## config.mk

```make
export PLATFORM = sky130hd
export DESIGN_NAME = rx_dma_top
export DESIGN_NICKNAME = d
export VERILOG_FILES = /design/src/tlp_pkg.sv /design/src/mac_rx_pkg.sv /design/src/rx_dma_top.sv /design/src/tlp_sender.sv /design/src/tlp_trigger.sv /design/src/rx_ring_buffer.sv /design/src/mac_rx_interface.sv
export SDC_FILE = /design/constraint.sdc
export NUM_CORES = 2
export LEC_CHECK = 0
export BUFFER_PORTS_ARGS = -buffer_cell sky130_fd_sc_hd__buf_2
export CORE_MARGIN = 3
export CORE_UTILIZATION = 25
export DETAILED_ROUTE_END_ITERATION = 10
export GPL_ROUTABILITY_DRIVEN = 1
export PLACE_DENSITY = 0.48
export SETUP_SLACK_MARGIN = 0.5
export SLEW_MARGIN = 20
export SYNTH_ARGS = -nofsm -noshare
export SYNTH_HDL_FRONTEND = slang
export SYNTH_SLANG_ARGS = --single-unit
```

## constraint.sdc

```tcl
create_clock -name xaui_clk_156_25_out -period 7.5 [get_ports xaui_clk_156_25_out]
set_input_delay 1.5 -clock xaui_clk_156_25_out [delete_from_list [all_inputs] [get_ports xaui_clk_156_25_out]]
set_output_delay 1.5 -clock xaui_clk_156_25_out [all_outputs]
set_load 0.005 [all_outputs]
```

## src/tlp_pkg.sv

```systemverilog
`default_nettype none

// --------------------------------------------------
// Burst side types
// --------------------------------------------------
package tlp_pkg;

    // Qword count of one burst, 1 to 255
    typedef logic [7:0] burst_len_t;

    // Trigger FSM, request held until ack
    typedef enum logic {
        TRIG_IDLE     = 1'b0,             // Watching pending count and flush timer
        TRIG_WAIT_ACK = 1'b1              // Request out, waiting for sender
    } trig_state_e;

    // Sender FSM
    typedef enum logic [1:0] {
        SEND_IDLE = 2'd0,                 // No burst in flight
        SEND_READ = 2'd1,                 // First buffer read issued
        SEND_DATA = 2'd2                  // Words on the output port
    } send_state_e;

endpackage

`default_nettype wire

```

## src/mac_rx_pkg.sv

```systemverilog
`default_nettype none

// --------------------------------------------------
// MAC receive side types
// --------------------------------------------------
package mac_rx_pkg;

    // One word of the 64-bit MAC receive bus
    typedef logic [63:0] qword_t;         // Lane 0 in the low byte

    // Byte lane valid flags, one bit per lane
    typedef logic [7:0] byte_mask_t;      // 8'hFF on full words

    // Receive FSM states
    typedef enum logic [1:0] {
        RX_IDLE  = 2'd0,                  // Between frames, pointer committed
        RX_FRAME = 2'd1,                  // Frame in progress, writing words
        RX_DROP  = 2'd2                   // Buffer full, rest of frame discarded
    } rx_state_e;

endpackage

`default_nettype wire
```

## src/rx_dma_top.sv

```systemverilog
`default_nettype none

module rx_dma_top import mac_rx_pkg::*, tlp_pkg::*; #(
    parameter int BUF_ADDR_W   = 6,                     // 64 qwords
    parameter int MAX_BURST    = 16,
    parameter int FLUSH_CYCLES = 32
) (
    input  wire logic        xaui_clk_156_25_out,
    input  wire logic        reset_n,
    input  wire qword_t      rx_data,                   // MAC receive bus
    input  wire byte_mask_t  rx_data_valid,
    input  wire logic        rx_good_frame,
    input  wire logic        rx_bad_frame,
    output qword_t           tlp_data,                  // Burst output
    output logic             tlp_valid,
    output logic             tlp_last,
    input  wire logic        tlp_ready,
    output logic [31:0]      good_frame_count,
    output logic [31:0]      bad_frame_count,
    output logic [31:0]      dropped_frame_count
);

    // --------------------------------------------------
    // Internal links
    // --------------------------------------------------
    logic                  wr_en;
    logic [BUF_ADDR_W-1:0] wr_addr;
    qword_t                wr_data;
    logic                  rd_en;
    logic [BUF_ADDR_W-1:0] rd_addr;
    qword_t                rd_data;
    logic [BUF_ADDR_W:0]   committed_wr_address;        // Receive side to trigger
    logic [BUF_ADDR_W:0]   committed_rd_address;        // Sender to trigger and receive side
    logic                  trigger_tlp;
    logic                  trigger_tlp_ack;
    burst_len_t            qwords_to_send;

    mac_rx_interface #(.BUF_ADDR_W(BUF_ADDR_W)) u_mac_rx_interface (
        .xaui_clk_156_25_out(xaui_clk_156_25_out), .reset_n(reset_n),
        .rx_data(rx_data), .rx_data_valid(rx_data_valid),
        .rx_good_frame(rx_good_frame), .rx_bad_frame(rx_bad_frame),
        .committed_rd_address(committed_rd_address),
        .wr_en(wr_en), .wr_addr(wr_addr), .wr_data(wr_data),
        .committed_wr_address(committed_wr_address),
        .good_frame_count(good_frame_count), .bad_frame_count(bad_frame_count),
        .dropped_frame_count(dropped_frame_count)
    );

    rx_ring_buffer #(.BUF_ADDR_W(BUF_ADDR_W)) u_rx_ring_buffer (
        .xaui_clk_156_25_out(xaui_clk_156_25_out),
        .wr_en(wr_en), .wr_addr(wr_addr), .wr_data(wr_data),
        .rd_en(rd_en), .rd_addr(rd_addr), .rd_data(rd_data)
    );

    tlp_trigger #(
        .BUF_ADDR_W(BUF_ADDR_W), .MAX_BURST(MAX_BURST), .FLUSH_CYCLES(FLUSH_CYCLES)
    ) u_tlp_trigger (
        .xaui_clk_156_25_out(xaui_clk_156_25_out), .reset_n(reset_n),
        .committed_wr_address(committed_wr_address),
        .committed_rd_address(committed_rd_address),
        .trigger_tlp_ack(trigger_tlp_ack), .trigger_tlp(trigger_tlp),
        .qwords_to_send(qwords_to_send)
    );

    tlp_sender #(.BUF_ADDR_W(BUF_ADDR_W)) u_tlp_sender (
        .xaui_clk_156_25_out(xaui_clk_156_25_out), .reset_n(reset_n),
        .trigger_tlp(trigger_tlp), .qwords_to_send(qwords_to_send),
        .rd_data(rd_data), .tlp_ready(tlp_ready),
        .rd_en(rd_en), .rd_addr(rd_addr),
        .committed_rd_address(committed_rd_address), .trigger_tlp_ack(trigger_tlp_ack),
        .tlp_data(tlp_data), .tlp_valid(tlp_valid), .tlp_last(tlp_last)
    );

endmodule

`default_nettype wire

```

## src/tlp_sender.sv

```systemverilog
`default_nettype none

module tlp_sender import mac_rx_pkg::*, tlp_pkg::*; #(
    parameter int BUF_ADDR_W = 6                        // Buffer address width
) (
    input  wire logic                  xaui_clk_156_25_out,
    input  wire logic                  reset_n,
    input  wire logic                  trigger_tlp,
    input  wire burst_len_t            qwords_to_send,
    input  wire qword_t                rd_data,
    input  wire logic                  tlp_ready,
    output logic                       rd_en,
    output logic [BUF_ADDR_W-1:0]      rd_addr,
    output logic [BUF_ADDR_W:0]        committed_rd_address,
    output logic                       trigger_tlp_ack,
    output qword_t                     tlp_data,
    output logic                       tlp_valid,
    output logic                       tlp_last
);

    localparam int PTR_W = BUF_ADDR_W + 1;

    send_state_e      state;
    burst_len_t       burst_len;                        // Latched request size
    burst_len_t       sent_cnt;                         // Words accepted so far
    logic [PTR_W-1:0] rd_ptr;                           // Next word to fetch
    logic             accept;

    // --------------------------------------------------
    // Output port and read-ahead
    // --------------------------------------------------
    assign tlp_valid = (state == SEND_DATA);
    assign tlp_last  = tlp_valid && (sent_cnt == burst_len - 8'd1);
    assign tlp_data  = rd_data;                         // Held by the RAM while stalled
    assign accept    = tlp_valid && tlp_ready;
    assign rd_en     = (state == SEND_READ) || (accept && !tlp_last);   // Refill on accept
    assign rd_addr   = rd_ptr[BUF_ADDR_W-1:0];

    always_ff @(posedge xaui_clk_156_25_out or negedge reset_n) begin
        if (!reset_n) begin
            state                <= SEND_IDLE;
            burst_len            <= '0;
            sent_cnt             <= '0;
            rd_ptr               <= '0;
            committed_rd_address <= '0;
            trigger_tlp_ack      <= 1'b0;
        end else begin
            trigger_tlp_ack <= 1'b0;                                    // One-cycle pulse
            if (rd_en) begin
                rd_ptr <= rd_ptr + PTR_W'(1);
            end
            case (state)
                SEND_IDLE: begin
                    if (trigger_tlp && !trigger_tlp_ack) begin          // Skip the old request
                        burst_len <= qwords_to_send;
                        sent_cnt  <= '0;
                        state     <= SEND_READ;
                    end
                end
                SEND_READ: state <= SEND_DATA;                          // First word in RAM reg
                SEND_DATA: begin
                    if (accept) begin
                        sent_cnt <= sent_cnt + 8'd1;
                        if (tlp_last) begin
                            committed_rd_address <= committed_rd_address + PTR_W'(burst_len);
                            trigger_tlp_ack      <= 1'b1;               // Same edge as pointer
                            state                <= SEND_IDLE;
                        end
                    end
                end
                default: state <= SEND_IDLE;
            endcase
        end
    end

    // Stalled word and its last flag hold until taken
    a_stall_hold: assert property (@(posedge xaui_clk_156_25_out) disable iff (!reset_n)
        tlp_valid && !tlp_ready |=> tlp_valid && $stable(tlp_data) && $stable(tlp_last));

endmodule

`default_nettype wire

```

## src/tlp_trigger.sv

```systemverilog
`default_nettype none

module tlp_trigger import tlp_pkg::*; #(
    parameter int BUF_ADDR_W   = 6,                     // Pointer width is one more
    parameter int MAX_BURST    = 16,                    // Largest burst in qwords
    parameter int FLUSH_CYCLES = 32                     // Idle cycles before a partial flush
) (
    input  wire logic                  xaui_clk_156_25_out,
    input  wire logic                  reset_n,
    input  wire logic [BUF_ADDR_W:0]   committed_wr_address,
    input  wire logic [BUF_ADDR_W:0]   committed_rd_address,
    input  wire logic                  trigger_tlp_ack,
    output logic                       trigger_tlp,
    output burst_len_t                 qwords_to_send
);

    localparam int PTR_W   = BUF_ADDR_W + 1;
    localparam int FLUSH_W = $clog2(FLUSH_CYCLES + 1);

    trig_state_e        state;
    logic [PTR_W-1:0]   pending;                        // Committed but not yet sent
    logic [PTR_W-1:0]   last_wr_address;                // Commit edge detect
    logic [FLUSH_W-1:0] flush_cnt;
    logic               commit_seen;
    logic               size_hit;
    logic               flush_hit;

    // --------------------------------------------------
    // Burst conditions
    // --------------------------------------------------
    assign pending     = committed_wr_address - committed_rd_address;     // Modulo 2*depth
    assign commit_seen = (committed_wr_address != last_wr_address);      // New frame landed
    assign size_hit    = (int'(pending) >= MAX_BURST);                    // Full burst ready
    assign flush_hit   = (pending != '0) && !commit_seen &&
                         (flush_cnt == FLUSH_W'(FLUSH_CYCLES - 1));       // Quiet too long

    // --------------------------------------------------
    // Request FSM
    // --------------------------------------------------
    always_ff @(posedge xaui_clk_156_25_out or negedge reset_n) begin
        if (!reset_n) begin
            state           <= TRIG_IDLE;
            trigger_tlp     <= 1'b0;
            qwords_to_send  <= '0;
            flush_cnt       <= '0;
            last_wr_address <= '0;
        end else begin
            last_wr_address <= committed_wr_address;
            case (state)
                TRIG_IDLE: begin
                    if (size_hit || flush_hit) begin
                        trigger_tlp    <= 1'b1;                           // Held until ack
                        qwords_to_send <= size_hit ? burst_len_t'(MAX_BURST)
                                                   : burst_len_t'(pending); // Smaller of two
                        flush_cnt      <= '0;
                        state          <= TRIG_WAIT_ACK;
                    end else if ((pending == '0) || commit_seen) begin
                        flush_cnt <= '0;                                  // Restart timeout
                    end else begin
                        flush_cnt <= flush_cnt + FLUSH_W'(1);
                    end
                end
                TRIG_WAIT_ACK: begin
                    if (trigger_tlp_ack) begin                            // Read pointer moved
                        trigger_tlp <= 1'b0;
                        state       <= TRIG_IDLE;
                    end
                end
                default: state <= TRIG_IDLE;
            endcase
        end
    end

    // Requested size is always a legal burst
    a_burst_len: assert property (@(posedge xaui_clk_156_25_out) disable iff (!reset_n)
        trigger_tlp |-> (qwords_to_send != '0) && (int'(qwords_to_send) <= MAX_BURST));

endmodule

`default_nettype wire

```

## src/rx_ring_buffer.sv

```systemverilog
`default_nettype none

module rx_ring_buffer import mac_rx_pkg::*; #(
    parameter int BUF_ADDR_W = 6                        // Address width of the qword store
) (
    input  wire logic                  xaui_clk_156_25_out,
    input  wire logic                  wr_en,
    input  wire logic [BUF_ADDR_W-1:0] wr_addr,
    input  wire qword_t                wr_data,
    input  wire logic                  rd_en,
    input  wire logic [BUF_ADDR_W-1:0] rd_addr,
    output qword_t                     rd_data
);

    localparam int DEPTH = 2 ** BUF_ADDR_W;

    qword_t mem [DEPTH];                                // Simple dual port, one clock

    // --------------------------------------------------
    // Write side
    // --------------------------------------------------
    always_ff @(posedge xaui_clk_156_25_out) begin
        if (wr_en) begin
            mem[wr_addr] <= wr_data;                    // Receive words, committed or not
        end
    end

    // --------------------------------------------------
    // Read side, registered output
    // --------------------------------------------------
    // Reads only touch committed words, so the write port never hits the
    // same address in the same cycle
    always_ff @(posedge xaui_clk_156_25_out) begin
        if (rd_en) begin
            rd_data <= mem[rd_addr];                    // Valid one cycle after rd_en
        end
    end

endmodule

`default_nettype wire

```

## src/mac_rx_interface.sv

```systemverilog
`default_nettype none

module mac_rx_interface import mac_rx_pkg::*; #(
    parameter int BUF_ADDR_W = 6                        // Buffer holds 2**BUF_ADDR_W qwords
) (
    input  wire logic                  xaui_clk_156_25_out,
    input  wire logic                  reset_n,
    input  wire qword_t                rx_data,
    input  wire byte_mask_t            rx_data_valid,
    input  wire logic                  rx_good_frame,
    input  wire logic                  rx_bad_frame,
    input  wire logic [BUF_ADDR_W:0]   committed_rd_address,
    output logic                       wr_en,
    output logic [BUF_ADDR_W-1:0]      wr_addr,
    output qword_t                     wr_data,
    output logic [BUF_ADDR_W:0]        committed_wr_address,
    output logic [31:0]                good_frame_count,
    output logic [31:0]                bad_frame_count,
    output logic [31:0]                dropped_frame_count
);

    localparam int PTR_W = BUF_ADDR_W + 1;              // Extra bit tells full from empty
    localparam int DEPTH = 2 ** BUF_ADDR_W;

    rx_state_e        state;
    logic [PTR_W-1:0] wr_ptr;                           // Runs ahead of the committed pointer
    logic             word_in;
    logic             full_next;

    // --------------------------------------------------
    // Write port, word lands on the next edge
    // --------------------------------------------------
    assign word_in   = (rx_data_valid != '0);           // Any lane valid
    assign full_next = ((wr_ptr + PTR_W'(1) - committed_rd_address) == PTR_W'(DEPTH));

    assign wr_en   = word_in && (state != RX_DROP) && !full_next;
    assign wr_addr = wr_ptr[BUF_ADDR_W-1:0];            // Wraps with the ring
    assign wr_data = rx_data;                           // Partial last word stored as is

    // --------------------------------------------------
    // Frame FSM, commit and rewind
    // --------------------------------------------------
    always_ff @(posedge xaui_clk_156_25_out or negedge reset_n) begin
        if (!reset_n) begin
            state                <= RX_IDLE;
            wr_ptr               <= '0;
            committed_wr_address <= '0;
            good_frame_count     <= '0;
            bad_frame_count      <= '0;
            dropped_frame_count  <= '0;
        end else if (rx_good_frame || rx_bad_frame) begin
            state <= RX_IDLE;                                       // End pulse closes frame
            if (state == RX_DROP) begin
                wr_ptr              <= committed_wr_address;        // Discard partial frame
                dropped_frame_count <= dropped_frame_count + 32'd1; // Even if MAC says good
            end else if (rx_good_frame) begin
                committed_wr_address <= wr_ptr;                     // Frame visible to trigger
                good_frame_count     <= good_frame_count + 32'd1;
            end else begin
                wr_ptr          <= committed_wr_address;            // Rewind bad frame
                bad_frame_count <= bad_frame_count + 32'd1;
            end
        end else if (word_in && (state != RX_DROP)) begin
            if (full_next) begin
                state <= RX_DROP;                                   // No room, stop writing
            end else begin
                wr_ptr <= wr_ptr + PTR_W'(1);
                state  <= RX_FRAME;
            end
        end
    end

    // MAC never flags both endings at once
    a_end_onehot: assert property (@(posedge xaui_clk_156_25_out) disable iff (!reset_n)
        !(rx_good_frame && rx_bad_frame));

endmodule

`default_nettype wire

```

==> results.py <==
metrics = {
    "layout": {
        "nets": 7820,
        "layout-drive-gt1-share_pct": 30.0,
        "syn_to_final_growth_pct": 17.1,
        "n_fill_cell": 63600,
        "register_area_mm2": 0.129,
        "multi_input_area_mm2": 0.0355,
    },
    "synthesis": {
        "synth-async-reset-ratio_pct": 3.82,
        "synthCells": 7121,
        "synth_flop_cell": "edfxtp_1",
        "syn_avg_cell_area_um2": 23.3,
        "yosysTopAreaCellShare_pct": 75.3,
        "synth_warnings": 0,
        "syn_area_mm2": 0.166,
        "yosysSeqAreaShare_pct": 77.8,
        "synth_nets": 7226,
        "ys_types": 74,
        "synth_edf_count": 4160,
        "yosysTopAreaCell": "edfxtp_1",
        "synth_area_leaders": "edfxtp_1 75%, mux4_2 16%, dfrtp_1 2.5%, mux2i_1 0.74%, xnor2_1 0.44%",
        "synth-seq-cells": 4325,
    },
    "floorplan": {
        "die_area_mm2": 0.673,
        "ios": 239,
        "die_height_um": 821,
        "start_util_pct": 25.1,
        "die_w_um": 821,
        "num_rows": 298,
        "core_area_mm2": 0.660,
    },
    "drt": {
        "num_vias": 79100,
        "drc_errors": 0,
        "drt-pass1-iter-count": 6,
        "ant_nets": 0,
        "drt-total-wl_um": 494000,
        "viasPerCell": 4.71,
        "wl_per_cell_um": 29.4,
        "first_iter_violations": 8529,
    },
    "timing": {
        "setup_viol_count_final": 0,
        "min_period_ns": 5.57,
        "finClkSkew_ns": 0.101,
        "maxSlewHeadroom_pct": 22.4,
        "worst_slack_ns": 1.93,
        "fin_setup_tns_ns": 0,
        "hold_violations": 0,
        "max_freq_mhz": 180,
        "drv_slew": 0,
        "worst_pin_slew_ns": 1.16,
        "grt_setup_unrepaired": "false",
        "post-route-period-util_pct": 74.2,
    },
    "clock_tree": {
        "clock-sinks": 4325,
        "clk_pin_slew_ns": 0.06,
        "cts_hold_buf": 0,
        "insertion_delay_ns": 1.05,
        "root_buffer": "clkbuf_16",
        "cts.htree.levels": 5,
        "cts_resized": 0,
        "clockBufferDepth": 4,
        "cts_buffers": 449,
        "cts_tree": "built",
        "cts_setup_buffers": 0,
    },
    "setup_path": {
        "slowest_stage": "nor2_4",
        "path_cells": "ha_1, nand3_1, or2_2, nand2_1, ha_1, a211oi_1, xnor2_1, xnor3_1, nand3_1, nand2_1, nor2_4, buf_4",
        "crit_arrival_ns": 6.22,
        "worstSetupStartpointType": "flop",
        "required_ns": 8.16,
        "max_stage_delay_ns": 1.01,
        "path_max_fanout": 21,
        "cp-end-kind": "flop",
        "path_class": "flop to flop",
    },
    "global_routing": {
        "grt_max_degree": 106,
        "track_usage_pct": 14.3,
        "grt_pass1_vias": 81700,
        "grt_first_pass_wirelength_um": 682000,
        "grt_remaining_overflow": 0,
        "antenna_found_initial": 41,
    },
    "run_status": {
        "status": "completed",
    },
    "pwr": {
        "p_leak_nw": 60.6,
        "ir_drop_mv": 0.233,
        "power.density_mw_per_mm2": 370,
    },
    "placed_design": {
        "port_buffers": 238,
        "dp_hpwl_um": 285000,
        "dpl_worst_slack_ns": 1.94,
        "gp_congestion": 0.772,
    },
    "worst_hold_path": {
        "min_path_type": "flop to flop",
    },
    "flow_run": {
        "cap_violations": 0,
    },
}
==> stage by stage <==
step	area, um^2	utilization, %	power (mW)	hold WS, ns	instances
floorplan	166000	-	42.1	0.412	7121
global placement	180000	27.2	50.7	0.454	16000
detailed placement	180000	27.2	50.9	0.455	16000
CTS	194000	29.4	73.0	0.472	16800
global route	194000	29.4	74.6	0.488	16800
finish	194000	29.4	71.8	0.473	16800
==> logic make-up (layout without fill, tap and decap cells) <==
family	count (synthesis)	in the layout	synth area share [%]
AND/OR/NAND/NOR	548	548	1.65
XOR/XNOR	128	128	0.684
multiplexers	1334	1334	17.0
AO/OA/AOI/OAI	360	360	1.51
buffers and inverters	398	1371	1.14
flip-flops	4325	4325	77.8
adder cells (fa/ha/maj)	28	28	0.220
other	0	15	0
==> layer usage <==
metal | vias to the layer above | routed length (um) | track usage [%]
li1 | 31600 | - | -
met1 | 44200 | 209000 | 19.6
met2 | 2733 | 243000 | 24.0
met3 | 607 | 29100 | 2.08
met4 | 12 | 12600 | 3.33
met5 | - | 87 | 0
==> final timing paths <==
check                                                              from                                       to  slack, ns  cells past startpoint
worst max-delay path                       u_mac_rx_interface.wr_ptr[0]              u_rx_ring_buffer.mem[23][0]       1.93                     12
max in group asynchronous                                       reset_n                   u_tlp_sender.rd_ptr[0]       5.25                      2
worst min-delay path            u_mac_rx_interface.good_frame_count[31]  u_mac_rx_interface.good_frame_count[31]       0.47                      1
worst min register to register  u_mac_rx_interface.good_frame_count[31]  u_mac_rx_interface.good_frame_count[31]       0.47                      1
min in group asynchronous                                       reset_n   u_mac_rx_interface.bad_frame_count[20]       0.61                      1
worst max register to register             u_mac_rx_interface.wr_ptr[0]              u_rx_ring_buffer.mem[23][0]       1.93                     12
==> state kept, by name, indices dropped and copies added (netlist names), 2 cells and up <==
signal / flops
u_mac_rx_interface.bad_frame_count: 32
u_mac_rx_interface.committed_wr_address: 7
u_mac_rx_interface.dropped_frame_count: 32
u_mac_rx_interface.good_frame_count: 32
u_mac_rx_interface.state: 2
u_mac_rx_interface.wr_ptr: 7
u_rx_ring_buffer.mem: 4096
u_rx_ring_buffer.rd_data: 64
u_tlp_sender.burst_len: 7
u_tlp_sender.committed_rd_address: 7
u_tlp_sender.rd_ptr: 6
u_tlp_sender.sent_cnt: 8
u_tlp_sender.state: 2
u_tlp_trigger.flush_cnt: 6
u_tlp_trigger.last_wr_address: 7
u_tlp_trigger.qwords_to_send: 7
==> critical path, delay by kind of cell (launching register included) <==
family	cells	cell delay, ns
flops	1	0.54
buf+inv	1	0.44
simple gates	6	2.84
fa+ha+maj	2	0.60
xor+xnor	2	0.48
compound gates	1	0.31
==> synthesized netlist by cell type, types with 5 or more instances <==
library cell / n
dfrtp_1: 165
nor2_1: 140
mux2i_1: 122
nor3_1: 18
inv_1: 32
a21oi_1: 67
or3_1: 6
xnor2_1: 83
mux2_2: 27
a211oi_1: 91
edfxtp_1: 4160
a22oi_1: 50
o21ai_1: 9
nor3b_1: 6
a221o_1: 14
a22o_1: 9
buf_1: 24
xor2_1: 44
o22ai_1: 44
nor2b_1: 72
o21ai_0: 27
or2_2: 5
nand4_1: 38
mux4_2: 1185
and3_1: 19
nand3_1: 44
buf_2: 141
and2_1: 12
ha_1: 26
nand3b_1: 5
nand2b_1: 12
nand2_1: 136
a221oi_1: 8
and4_1: 7
buf_6: 10
buf_4: 41
clkbuf_1: 150
nor4_1: 9
==> report_power, final <==
group          switching [mW]  internal, mW
sequential              0.887          28.5
clock                    9.47          12.5
combinational            12.1          8.32
total                    22.4          49.4
==> layout by cell type (no fill, tap or decap), drive strengths merged, types with 38 or more instances in the layout <==
cell | netlist | routed
edfxtp | 4160 | 4160
mux4 | 1185 | 1185
clkbuf | 150 | 577
buf | 216 | 509
clkinv | 0 | 194
dfrtp | 165 | 165
nor2 | 140 | 140
nand2 | 136 | 136
mux2i | 122 | 122
a211oi | 91 | 91
xnor2 | 83 | 83
nor2b | 72 | 72
a21oi | 67 | 67
a22oi | 50 | 50
nand3 | 44 | 44
xor2 | 44 | 44
o22ai | 44 | 44
inv | 32 | 43
bufinv | 0 | 40
nand4 | 38 | 38
==> area by class of cell <==
class / instances / area share (%)
Sequential cell: 4325 / 66.4
Multi-Input combinational cell: 2398 / 18.3
Clock buffer: 577 / 6.09
Tap cell: 8700 / 5.60
Timing Repair Buffer: 509 / 2.17
Clock inverter: 253 / 1.35
Inverter: 32 / 0.0644
Antenna cell: 15 / 0.0193
Power figures use the tool's default switching activity.
